<file path="config.mk">
export PLATFORM = sky130hd
export DESIGN_NAME = floor_logic_top
export DESIGN_NICKNAME = d
export VERILOG_FILES = /design/src/verilog/elev_pkg.sv /design/src/verilog/car_control.sv /design/src/verilog/floor_logic_top.sv /design/src/verilog/request_capture.sv /design/src/verilog/request_stack.sv
export SDC_FILE = /design/constraint.sdc
export NUM_CORES = 1
export LEC_CHECK = 0
export BUFFER_PORTS_ARGS = -buffer_cell sky130_fd_sc_hd__buf_2
export CAP_MARGIN = 10
export CORE_MARGIN = 1.5
export CORE_UTILIZATION = 25
export CTS_CLUSTER_SIZE = 14
export DETAILED_ROUTE_END_ITERATION = 8
export SETUP_SLACK_MARGIN = 0.02
export SLEW_MARGIN = 10
export SYNTH_ARGS = -nofsm -noshare
export SYNTH_HDL_FRONTEND = slang
export SYNTH_SLANG_ARGS = --single-unit
</file>
<file path="constraint.sdc">
create_clock -name clock -period 5.9 [get_ports clock]
set_clock_uncertainty 0.2 [all_clocks]
set_input_delay 0.59 -clock clock [delete_from_list [all_inputs] [get_ports clock]]
set_output_delay 0.59 -clock clock [all_outputs]
set_load 0.05 [all_outputs]
</file>
<file path="src/verilog/elev_pkg.sv">
// Elevator floor logic types
package elev_pkg;

    ////////////////////////////////////////////////////////////
    // Floors
    ////////////////////////////////////////////////////////////

    // Number of served floors, sets the width of every light vector
    localparam int MAX_FLOORS = 11;

    // Floor number, 0 is the ground floor
    typedef logic [3:0] floor_t;

    // Selector value driven while the emergency button is held
    localparam floor_t FLOOR_EMERGENCY = 4'd15;

    ////////////////////////////////////////////////////////////
    // Car FSM state codes
    ////////////////////////////////////////////////////////////

    // 0..10 stop at a floor, 11..20 up segments,
    // 21..30 down segments, 31 emergency
    typedef logic [5:0] car_state_t;

    // First code that is not a stop state
    localparam car_state_t STATE_FIRST_UP = 6'd11;

    typedef struct packed {
        floor_t     floor;
        car_state_t state;
        logic       direction;  // 1 when travelling up
    } car_status_t;

    typedef struct packed {
        logic [MAX_FLOORS-1:0] panel;
        logic [MAX_FLOORS-1:0] call;
        logic                  door_open;
        logic                  door_close;
        logic                  emergency;
        logic                  power;
    } buttons_t;

    typedef struct packed {
        logic [MAX_FLOORS-1:0] call;
        logic [MAX_FLOORS-1:0] panel;
    } lights_t;

    // Stop states sit below the first travel segment
    function automatic logic is_stop_state(input car_state_t state);
        return state < STATE_FIRST_UP;
    endfunction

endpackage

</file>
<file path="src/verilog/car_control.sv">
// Dispatch and door permission
`timescale 1ns/1ns

module car_control import elev_pkg::*; (
    input  buttons_t    buttons,
    input  car_status_t car,
    input  floor_t      top_floor,
    input  logic        empty,
    output logic        flush,
    output logic        pop,
    output floor_t      floor_selector,
    output logic        direction_selector,
    output logic        activate_elevator,
    output logic        door_open_allowed,
    output logic        door_close_allowed
);

    logic at_stop;
    logic powered_stop;
    logic serving;
    logic at_target;

    assign at_stop      = is_stop_state(car.state);
    assign powered_stop = at_stop && buttons.power;

    // Held high for as long as power is off or emergency is pressed
    assign flush = !buttons.power || buttons.emergency;

    // Stack top only counts while the car is parked and healthy
    assign serving   = !flush && at_stop && !empty;
    assign at_target = (top_floor == car.floor);

    // Arrival, drops the served entry and its lamps at the next edge
    assign pop = serving && at_target;

    ////////////////////////////////////////////////////////////
    // Target dispatch
    ////////////////////////////////////////////////////////////

    always_comb begin
        floor_selector     = car.floor;
        direction_selector = car.direction;
        activate_elevator  = 1'b0;
        if (buttons.emergency) begin
            floor_selector = FLOOR_EMERGENCY;
        end else if (serving) begin
            floor_selector     = top_floor;
            direction_selector = (top_floor > car.floor);
            activate_elevator  = !at_target;
        end
    end

    ////////////////////////////////////////////////////////////
    // Doors
    ////////////////////////////////////////////////////////////

    // Door buttons pass through only when parked with power on
    assign door_open_allowed  = powered_stop && buttons.door_open;
    assign door_close_allowed = powered_stop && buttons.door_close;

endmodule

</file>
<file path="src/verilog/floor_logic_top.sv">
// Elevator floor logic top level
`timescale 1ns/1ns

module floor_logic_top import elev_pkg::*; #(
    parameter int NUM_FLOORS = MAX_FLOORS
) (
    input  logic        clock,
    input  logic        reset_n,
    input  buttons_t    buttons,
    input  car_status_t car,
    output lights_t     lights,
    output floor_t      floor_selector,
    output logic        direction_selector,
    output logic        activate_elevator,
    output logic        door_open_allowed,
    output logic        door_close_allowed
);

    logic   flush;
    logic   pop;
    logic   push;
    floor_t push_floor;
    floor_t top_floor;
    logic   empty;

    // Button priority and lamps
    request_capture #(
        .NUM_FLOORS (NUM_FLOORS)
    ) u_capture (
        .clock         (clock),
        .reset_n       (reset_n),
        .panel         (buttons.panel),
        .call          (buttons.call),
        .current_floor (car.floor),
        .flush         (flush),
        .pop           (pop),
        .push          (push),
        .push_floor    (push_floor),
        .lights        (lights)
    );

    // LIFO of pending floors
    request_stack #(
        .NUM_FLOORS (NUM_FLOORS)
    ) u_stack (
        .clock      (clock),
        .reset_n    (reset_n),
        .push       (push),
        .push_floor (push_floor),
        .pop        (pop),
        .flush      (flush),
        .top_floor  (top_floor),
        .empty      (empty)
    );

    car_control u_control (
        .buttons            (buttons),
        .car                (car),
        .top_floor          (top_floor),
        .empty              (empty),
        .flush              (flush),
        .pop                (pop),
        .floor_selector     (floor_selector),
        .direction_selector (direction_selector),
        .activate_elevator  (activate_elevator),
        .door_open_allowed  (door_open_allowed),
        .door_close_allowed (door_close_allowed)
    );

endmodule

</file>
<file path="src/verilog/request_capture.sv">
// Floor request capture
`timescale 1ns/1ns

module request_capture import elev_pkg::*; #(
    parameter int NUM_FLOORS = MAX_FLOORS
) (
    input  logic                  clock,
    input  logic                  reset_n,
    input  logic [MAX_FLOORS-1:0] panel,
    input  logic [MAX_FLOORS-1:0] call,
    input  floor_t                current_floor,
    input  logic                  flush,
    input  logic                  pop,
    output logic                  push,
    output floor_t                push_floor,
    output lights_t               lights
);

    localparam logic [MAX_FLOORS-1:0] ONE_HOT_0 = 1;

    logic [MAX_FLOORS-1:0] floor_valid;
    logic [MAX_FLOORS-1:0] cur_mask;
    logic [MAX_FLOORS-1:0] lit;
    logic [MAX_FLOORS-1:0] panel_press;
    logic [MAX_FLOORS-1:0] call_press;
    logic [MAX_FLOORS-1:0] panel_new;
    logic [MAX_FLOORS-1:0] call_new;
    logic [MAX_FLOORS-1:0] sel_mask;
    logic [MAX_FLOORS-1:0] panel_set;
    logic [MAX_FLOORS-1:0] call_set;
    logic [MAX_FLOORS-1:0] clear_mask;
    logic                  sel_found;
    logic                  sel_panel;
    floor_t                sel_floor;

    ////////////////////////////////////////////////////////////
    // Press qualification
    ////////////////////////////////////////////////////////////

    always_comb begin
        for (int i = 0; i < MAX_FLOORS; i++) begin
            floor_valid[i] = (i < NUM_FLOORS);
        end
    end

    // Presses for the floor the car is at are dropped
    assign cur_mask    = ONE_HOT_0 << current_floor;
    assign lit         = lights.panel | lights.call;
    assign panel_press = panel & floor_valid & ~cur_mask;
    assign call_press  = call & floor_valid & ~cur_mask;

    // Only a floor with both lamps dark is a new request
    assign panel_new = panel_press & ~lit;
    assign call_new  = call_press & ~lit;

    // Lowest floor wins, panel group ahead of call group
    always_comb begin
        sel_found = 1'b0;
        sel_panel = 1'b0;
        sel_floor = '0;
        for (int i = MAX_FLOORS - 1; i >= 0; i--) begin
            if (call_new[i]) begin
                sel_found = 1'b1;
                sel_floor = floor_t'(i);
            end
        end
        for (int i = MAX_FLOORS - 1; i >= 0; i--) begin
            if (panel_new[i]) begin
                sel_found = 1'b1;
                sel_panel = 1'b1;
                sel_floor = floor_t'(i);
            end
        end
    end

    assign push       = sel_found && !flush;
    assign push_floor = sel_floor;
    assign sel_mask   = push ? (ONE_HOT_0 << sel_floor) : '0;

    // A lit floor pressed again just turns on the lamp of that group
    assign panel_set  = (panel_press & lit) | (sel_panel ? sel_mask : '0);
    assign call_set   = (call_press & lit) | (sel_panel ? '0 : sel_mask);
    assign clear_mask = pop ? cur_mask : '0;

    ////////////////////////////////////////////////////////////
    // Request lamps
    ////////////////////////////////////////////////////////////

    always_ff @(posedge clock or negedge reset_n) begin
        if (!reset_n) begin
            lights <= '0;
        end else if (flush) begin
            lights <= '0;
        end else begin
            lights.panel <= (lights.panel | panel_set) & ~clear_mask;
            lights.call  <= (lights.call | call_set) & ~clear_mask;
        end
    end

endmodule

</file>
<file path="src/verilog/request_stack.sv">
// Pending floor stack
`timescale 1ns/1ns

module request_stack import elev_pkg::*; #(
    parameter int NUM_FLOORS = MAX_FLOORS
) (
    input  logic   clock,
    input  logic   reset_n,
    input  logic   push,
    input  floor_t push_floor,
    input  logic   pop,
    input  logic   flush,
    output floor_t top_floor,
    output logic   empty
);

    localparam int IDX_W = $clog2(NUM_FLOORS);
    // Extra bit lets the pointer reach NUM_FLOORS
    localparam int PTR_W = IDX_W + 1;

    floor_t             entries [NUM_FLOORS];
    logic [PTR_W-1:0]   ptr;
    logic [PTR_W-1:0]   ptr_dec;
    logic [IDX_W-1:0]   top_idx;
    logic [IDX_W-1:0]   wr_idx;
    logic               pop_ok;

    assign empty   = (ptr == '0);
    assign pop_ok  = pop && !empty;
    assign ptr_dec = ptr - 1'b1;
    assign top_idx = ptr_dec[IDX_W-1:0];

    // Push with pop overwrites the current top in place
    assign wr_idx = pop_ok ? top_idx : ptr[IDX_W-1:0];

    assign top_floor = empty ? floor_t'(0) : entries[top_idx];

    ////////////////////////////////////////////////////////////
    // Pointer
    ////////////////////////////////////////////////////////////

    always_ff @(posedge clock or negedge reset_n) begin
        if (!reset_n) begin
            ptr <= '0;
        end else if (flush) begin
            ptr <= '0;
        end else if (push && !pop_ok) begin
            ptr <= ptr + 1'b1;
        end else if (pop_ok && !push) begin
            ptr <= ptr_dec;
        end
    end

    ////////////////////////////////////////////////////////////
    // Entry storage
    ////////////////////////////////////////////////////////////

    always_ff @(posedge clock) begin
        if (push && !flush) begin
            entries[wr_idx] <= push_floor;
        end
    end

endmodule
</file>
==> impl_metrics.yaml, run 1 <==
status:
  outcome: "finished, final reports clean"
placed_design:
  gpl.final_weighted_congestion: 0.873
  postPlaceCellArea_sq_um: 4940
  place_inst: 710
  portBuffers: 68
  detailedPlacementHpwl_um: 9980
synthesis:
  synth_seq_area_share_pct: 45.5
  yosysTopAreaCell: "sky130_fd_sc_hd__edfxtp_1"
  synth.avg_cell_area_sq_um: 10.1
  yosys_warnings: 0
  postSynth.topFlopCell: "sky130_fd_sc_hd__edfxtp_1"
  synth_nets: 480
  ys_top_cells_by_area: "sky130_fd_sc_hd__edfxtp_1, sky130_fd_sc_hd__dfrtp_1, sky130_fd_sc_hd__mux4_2, sky130_fd_sc_hd__nor2_1, sky130_fd_sc_hd__nand3_1"
  async_reset_ff_share_pct: 38.0
  post_synth_inst_count: 435
  ys_types: 68
  synthMostInstantiatedCell: "sky130_fd_sc_hd__nor2_1"
  yosysTopAreaCellShare_pct: 30.1
  ys_top_cells_by_count: "sky130_fd_sc_hd__nor2_1, sky130_fd_sc_hd__edfxtp_1, sky130_fd_sc_hd__nand3_1, sky130_fd_sc_hd__dfrtp_1, sky130_fd_sc_hd__a21oi_1"
  synth_enable_flop_cells: 44
  synth.cell_area_sq_um: 4390
  postSynthRegisterBits: 71
clocking:
  clock_insertion_delay_worst_skew_ns: 0.35
  post_cts_buffers: 0
  cts.htree.levels: 3
  reg_clk_slew_reported_paths_ns: 0.06
  clk_root_buffer_cell: "sky130_fd_sc_hd__clkbuf_16"
  tritoncts: "yes"
  cts-hold-fix-buffers: 0
  postCtsResizedCells: 0
  cts_max_path_buffers: 2
  cts.sink_count: 71
  cts_inserted_buffers: 9
layout:
  antennaDiodeCount: 0
  synthToLayoutAreaGrowth_pct: 18.9
  layout-drive-gt1-share_pct: 25.3
  final_area_sq_um: 5220
  fillers: 1782
  finish.net_count: 541
  stdcell_count: 726
power_and_ir_drop:
  power-per-cell-area_nw_per_um2: 238
  power_mw: 1.24
  ir_drop_uv: 152
  static-leakage-power_nw: 1.97
floorplan:
  io_count: 69
  rows: 48
  floorplan.die.width_um: 136
  fp.dieArea_sq_um: 18400
  floorplan.die.height_um: 136
  placeableCoreArea_sq_um: 17200
  floorplan.initialDensity_pct: 25.5
setup_path:
  max_stage_delay_ns: 0.74
  startpoint_type_of_the_worst_setup_path: "flip-flop"
  cell_chain_of_the_critical_path: "buf_4 > inv_1 > ha_1 > mux4_2 > mux2i_1 > nand2_1 > o21ai_0 > or2_2 > ha_1 > and4_1 > and2_1 > a31oi_1 > o22a_1 > nor3b_1 > nor2b_1"
  r2r_setup_slack_ns: 0.76
  crit_path_top_delay_cell: "sky130_fd_sc_hd__ha_1"
  timing.critical_path.fanout_max: 21
  critical_path_arrival_ns: 4.95
  critical_path_required_ns: 5.71
  worstSetupPathType: "flip-flop to flip-flop"
  critical_path.n_buffers_inverters: 2
  crit_path_frequent_cell: "sky130_fd_sc_hd__ha_1"
  cp-end-kind: "flip-flop"
  gate_family_responsible_for_the_most_delay_along_the_worst_path: "simple AND/OR/NAND/NOR gates"
timing:
  slew_viol_final: 0
  rsz0062_at_grt: "false"
  timing_hold_violations_final: 0
  worst_hold_margin_ns: 0.0749
  least_margin_pin_slew_ns: 1.13
  setup-tns-final_ns: 0
  post-route-period-util_pct: 87.0
  max_clock_freq_ghz: 0.195
  setup_viol: 0
  fin_crit_ns: 5.14
  worst_slew_margin_relative_to_its_limit_pct: 24.7
detailed_routing:
  num_vias: 3875
  postRouteAntennaNets: 0
  drc_errors: 0
  postRouteWirelength_um: 13100
  avgViaCountPerCell: 5.34
  routedWlPerCell_um: 18.1
  drc_violation_total_after_the_first_tritonroute_iteration: 320
  firstDrtPassIters: 5
global_route:
  antenna_found_initial: 0
  grt_use_total_pct: 14.7
  grt_first_pass_wirelength_um: 20300
  grt-ovfl-total: 0
  largest_net_degree_at_the_start_of_global_routing: 28
  first_global_vias: 3698
min_path:
  hp-class: "input port to asynchronous set/reset pin"
flow_run:
  timing.max_cap.violations: 0
## placed cells by master (no fill, tap or decap), types with 11 or more instances in the layout
| cell | n |
|---|---|
| sky130_fd_sc_hd__nand3_1 | 29 |
| sky130_fd_sc_hd__a21oi_1 | 25 |
| sky130_fd_sc_hd__nor3_1 | 18 |
| sky130_fd_sc_hd__nor2_1 | 46 |
| sky130_fd_sc_hd__buf_2 | 68 |
| sky130_fd_sc_hd__inv_1 | 11 |
| sky130_fd_sc_hd__edfxtp_1 | 44 |
| sky130_fd_sc_hd__dfrtp_1 | 27 |
| sky130_fd_sc_hd__a31oi_1 | 15 |
| sky130_fd_sc_hd__and3_1 | 11 |
| sky130_fd_sc_hd__o21ai_0 | 19 |
| sky130_fd_sc_hd__nand2_1 | 24 |
## routing by layer
metal  track usage [%]  vias to the layer above  part of all wire [%]
li1                  -                     1815                     -
met1              18.7                     1881                    44
met2              23.6                      155                    48
met3              4.15                       24                   7.1
met4              5.32                        0                   1.6
met5                 0                        -                     0
## kinds of logic after synthesis
logic type	after synthesis	share of synthesized area [%]
compound gates	113	17.6
xor+xnor	4	0.798
simple gates	192	25.1
mux	16	5.92
fa+ha+maj	6	1.71
buf+inv	33	3.42
flops	71	45.5
## through the flow
| step | setup slack, ns | util, % |
|---|---|---|
| 2_1_floorplan | 0.256 | - |
| 3_3_place_gp | 1.04 | 28.6 |
| 3_5_place_dp | 0.843 | 28.6 |
| 4_1_cts | 0.787 | 30.3 |
| 5_1_grt | 0.334 | 30.3 |
| 6_report | 0.765 | 30.3 |
## state kept, by name (all words and copies together), names as in the netlist
name	flops
u_stack.entries	44
u_stack.ptr	5
u_capture.lights	22
## path summary, 6_finish.rpt
path	cells after the start	from	to
max	15	u_stack.ptr[0]	u_stack.entries[3][1]
min reg2reg	2	u_capture.lights[1]	u_capture.lights[1]
min in group clock	3	buttons[15]	u_capture.lights[0]
min	1	reset_n	u_capture.lights[18]
max in group asynchronous	1	reset_n	u_stack.ptr[2]
max reg2reg	15	u_stack.ptr[0]	u_stack.entries[3][1]
## final cells by class
cell class	count	area [sq um]	share of cell area, %
multi-input combinational	331	2250	43.0
sequential	71	2000	38.2
timing repair buffer	72	370	7.09
tap	225	282	5.39
clock buffer	9	225	4.31
clock inverter	7	62.6	1.20
inverter	11	41.3	0.790
## where the power goes
part | internal (mW) | switching, mW | leakage (nW) | total (mW)
clock | 0.293 | 0.228 | 0.139 | 0.521
combinational | 0.0601 | 0.121 | 1.05 | 0.181
sequential | 0.536 | 0.00309 | 0.788 | 0.539
total | 0.889 | 0.352 | 1.97 | 1.24
(Power assumes the default switching activity.)
==> run 2: changes to the inputs <==
--- a/config.mk
+++ b/config.mk
@@ -5,12 +5,14 @@
 export SDC_FILE = /design/constraint.sdc
 export NUM_CORES = 1
 export LEC_CHECK = 0
-export BUFFER_PORTS_ARGS = -buffer_cell sky130_fd_sc_hd__buf_2
+export ABC_AREA = 1
 export CAP_MARGIN = 10
 export CORE_MARGIN = 1.5
 export CORE_UTILIZATION = 25
+export CTS_BUF_LIST = sky130_fd_sc_hd__clkbuf_8
 export CTS_CLUSTER_SIZE = 14
 export DETAILED_ROUTE_END_ITERATION = 8
+export DONT_BUFFER_PORTS = 1
 export SETUP_SLACK_MARGIN = 0.02
 export SLEW_MARGIN = 10
 export SYNTH_ARGS = -nofsm -noshare
==> run 2 against run 1 <==
Worst setup slack improved by 0.38 ns. Non-clock buffer count decreased by 63. Largest cell class unchanged. Design area decreased by 8.0%. Critical endpoint is now u_stack.entries[8][0]. Global-route usage decreased by 1.0 points. Synthesized cell count increased by 21%. First-iteration DRC count increased by 2.5%. Area after synthesis decreased by 1.7%. Core utilization decreased by 1.5 points. Critical path depth increased by 4. Clock-buffer cell count unchanged. Via count decreased by 5.5%. Sequential share of layout area increased by 3.3 points.
==> impl_metrics.yaml, run 2 <==
power_and_ir_drop:
  power-per-cell-area_nw_per_um2: 231
  power_mw: 1.11
  ir_drop_uv: 96.4
  static-leakage-power_nw: 1.96
setup_path:
  crit_path_top_delay_cell: "sky130_fd_sc_hd__ha_1"
  cell_chain_of_the_critical_path: "buf_4 > inv_1 > ha_1 > clkinv_1 > a21oi_1 > a22oi_1 > nand2_1 > o311ai_0 > nand2_1 > inv_1 > ha_1 > nand2_1 > inv_1 > nand3_1 > nor2_4 > inv_2 > a21oi_1 > nand3_1 > nor3b_1"
  critical_path.n_buffers_inverters: 6
  cp-end-kind: "flip-flop"
  worstSetupPathType: "flip-flop to flip-flop"
  max_stage_delay_ns: 0.56
  startpoint_type_of_the_worst_setup_path: "flip-flop"
  r2r.worst_path.cells: 19
  logic_depth_of_the_worst_setup_path_including_buffers: 19
  gate_family_responsible_for_the_most_delay_along_the_worst_path: "simple AND/OR/NAND/NOR gates"
  critical_path_arrival_ns: 4.56
  critical_path_required_ns: 5.70
  timing.critical_path.fanout_max: 24
floorplan:
  floorplan.die.height_um: 134
  placeableCoreArea_sq_um: 16700
  rows: 47
  floorplan.die.width_um: 134
  fp.dieArea_sq_um: 18100
  floorplan.initialDensity_pct: 25.8
  io_count: 69
timing:
  slew_viol_final: 0
  post-route-period-util_pct: 80.7
  setup_viol: 0
  layout_setup_ws_ns: 1.14
  worst_slew_margin_relative_to_its_limit_pct: 35.6
  timing_hold_violations_final: 0
  max_clock_freq_ghz: 0.210
  least_margin_pin_slew_ns: 0.963
  fin_crit_ns: 4.76
  rsz0062_at_grt: "false"
  setup-tns-final_ns: 0
  worst_hold_margin_ns: 0.275
global_route:
  antenna_found_initial: 0
  first_global_vias: 3509
  largest_net_degree_at_the_start_of_global_routing: 28
  grt-ovfl-total: 0
  grt_first_pass_wirelength_um: 18800
  grt_use_total_pct: 13.7
synthesis:
  synth.avg_cell_area_sq_um: 8.22
  post_synth_inst_count: 525
  ys_types: 46
  ys_top_cells_by_area: "sky130_fd_sc_hd__edfxtp_1, sky130_fd_sc_hd__dfrtp_1, sky130_fd_sc_hd__nand2_1, sky130_fd_sc_hd__a21oi_1, sky130_fd_sc_hd__nor2_1"
  synth_nets: 570
  synthMostInstantiatedCell: "sky130_fd_sc_hd__nand2_1"
  synth_enable_flop_cells: 44
  postSynthRegisterBits: 71
  yosys_warnings: 0
  yosysTopAreaCell: "sky130_fd_sc_hd__edfxtp_1"
  async_reset_ff_share_pct: 38.0
  ys_top_cells_by_count: "sky130_fd_sc_hd__nand2_1, sky130_fd_sc_hd__nor2_1, sky130_fd_sc_hd__inv_1, sky130_fd_sc_hd__a21oi_1, sky130_fd_sc_hd__edfxtp_1"
  synth_seq_area_share_pct: 46.3
  postSynth.topFlopCell: "sky130_fd_sc_hd__edfxtp_1"
  synth.cell_area_sq_um: 4320
  yosysTopAreaCellShare_pct: 30.6
layout:
  multi_input_comb_area_sq_um: 2020
  finish.net_count: 579
  commonest_cells_after_routing_fill_and_taps_aside: "sky130_fd_sc_hd__nand2_1, sky130_fd_sc_hd__nor2_1, sky130_fd_sc_hd__inv_1"
  largest_reg_flops: 44
  synthToLayoutAreaGrowth_pct: 11.3
  fillers: 1784
  final_area_sq_um: 4800
  layout_commonest_cell: "sky130_fd_sc_hd__nand2_1"
  antennaDiodeCount: 0
  largestRegisters: "u_stack.entries x44, u_capture.lights x22, u_stack.ptr x5"
  area.sequential_sq_um: 2000
  layout-drive-gt1-share_pct: 15.8
  regMostFlops: "u_stack.entries"
detailed_routing:
  firstDrtPassIters: 5
  num_vias: 3662
  postRouteWirelength_um: 11700
  drc_errors: 0
  avgViaCountPerCell: 4.82
  routedWlPerCell_um: 15.4
  drc_violation_total_after_the_first_tritonroute_iteration: 328
  postRouteAntennaNets: 0
clocking:
  tritoncts: "yes"
  cts_inserted_buffers: 9
  clk_root_buffer_cell: "sky130_fd_sc_hd__clkbuf_8"
  cts_max_path_buffers: 2
  cts.sink_count: 71
  clock_insertion_delay_worst_skew_ns: 0.36
  reg_clk_slew_reported_paths_ns: 0.08
  cts.htree.levels: 3
min_path:
  number_of_cells_on_the_worst_hold_path: 2
  hp-class: "input port to flip-flop"
placed_design:
  postPlaceCellArea_sq_um: 4600
  portBuffers: 0
  detailedPlacementHpwl_um: 9240
  gpl.final_weighted_congestion: 0.880
  detailedPlace.worstSlack_ns: 1.22
flow_run:
  timing.max_cap.violations: 0
status:
  outcome: "finished, final reports clean"
## run 2: cell types whose count changed in the layout (fill, tap and decap cells not counted), moves of 16 or more
cell                      previous run  this run
sky130_fd_sc_hd__nand2_1            24       106
sky130_fd_sc_hd__a21oi_1            25        50
sky130_fd_sc_hd__buf_2              68         0
sky130_fd_sc_hd__inv_2               0        16
sky130_fd_sc_hd__inv_1              11        51
sky130_fd_sc_hd__nor2_2              0        16
## run 2: final timing paths
check / start / to / slack (ns)
worst max-delay path: u_stack.ptr[0] / u_stack.entries[8][0] / 1.14
worst min-delay path: buttons[4] / u_capture.lights[11] / 0.28
worst max register to register: u_stack.ptr[0] / u_stack.entries[8][0] / 1.14
worst min register to register: u_stack.ptr[4] / u_stack.ptr[4] / 0.43
max in group asynchronous: reset_n / u_capture.lights[0] / 4.88
min in group asynchronous: reset_n / u_capture.lights[9] / 0.46
## run 2: final cells by class
class,count,share of cell area [%]
Timing Repair Buffer,9,1.72
Clock inverter,7,1.04
Multi-Input combinational cell,375,42.0
Sequential cell,71,41.6
Tap cell,220,5.73
Clock buffer,9,2.58
Inverter,68,5.31
## run 2: where the power goes
part	total [mW]	internal (mW)	switching, mW
Combinational	0.224	0.0674	0.157
Clock	0.342	0.152	0.190
Sequential	0.544	0.537	0.00754
Total	1.11	0.756	0.355
## run 2: metal layers
| layer | routed length, um | global-route usage [%] |
|---|---|---|
| met1 | 5260 | 18.0 |
| met2 | 5010 | 20.2 |
| met3 | 1230 | 5.10 |
| met4 | 224 | 5.50 |
| met5 | 0 | 0 |
## run 2: timing repair
| item | 4_1_cts | 5_1_grt |
|---|---|---|
| hold endpoints to repair | 27 | 0 |
| hold buffers | 2 | 0 |
| gates resized for setup | 0 | 0 |
| buffers inserted | 0 | 0 |
## run 2: stage by stage
stage,cells,utilization [%]
global placement,741,27.5
finish,759,28.8
detailed placement,741,27.5
global route,759,28.8
CTS,759,28.8
floorplan,525,-
## run 2: cell families after synthesis
family	Yosys count	share of synthesized area, %
xor+xnor	6	1.22
simple gates	247	27.4
fa+ha+maj	6	1.74
buf+inv	79	7.07
flops	71	46.3
compound gates	116	16.3
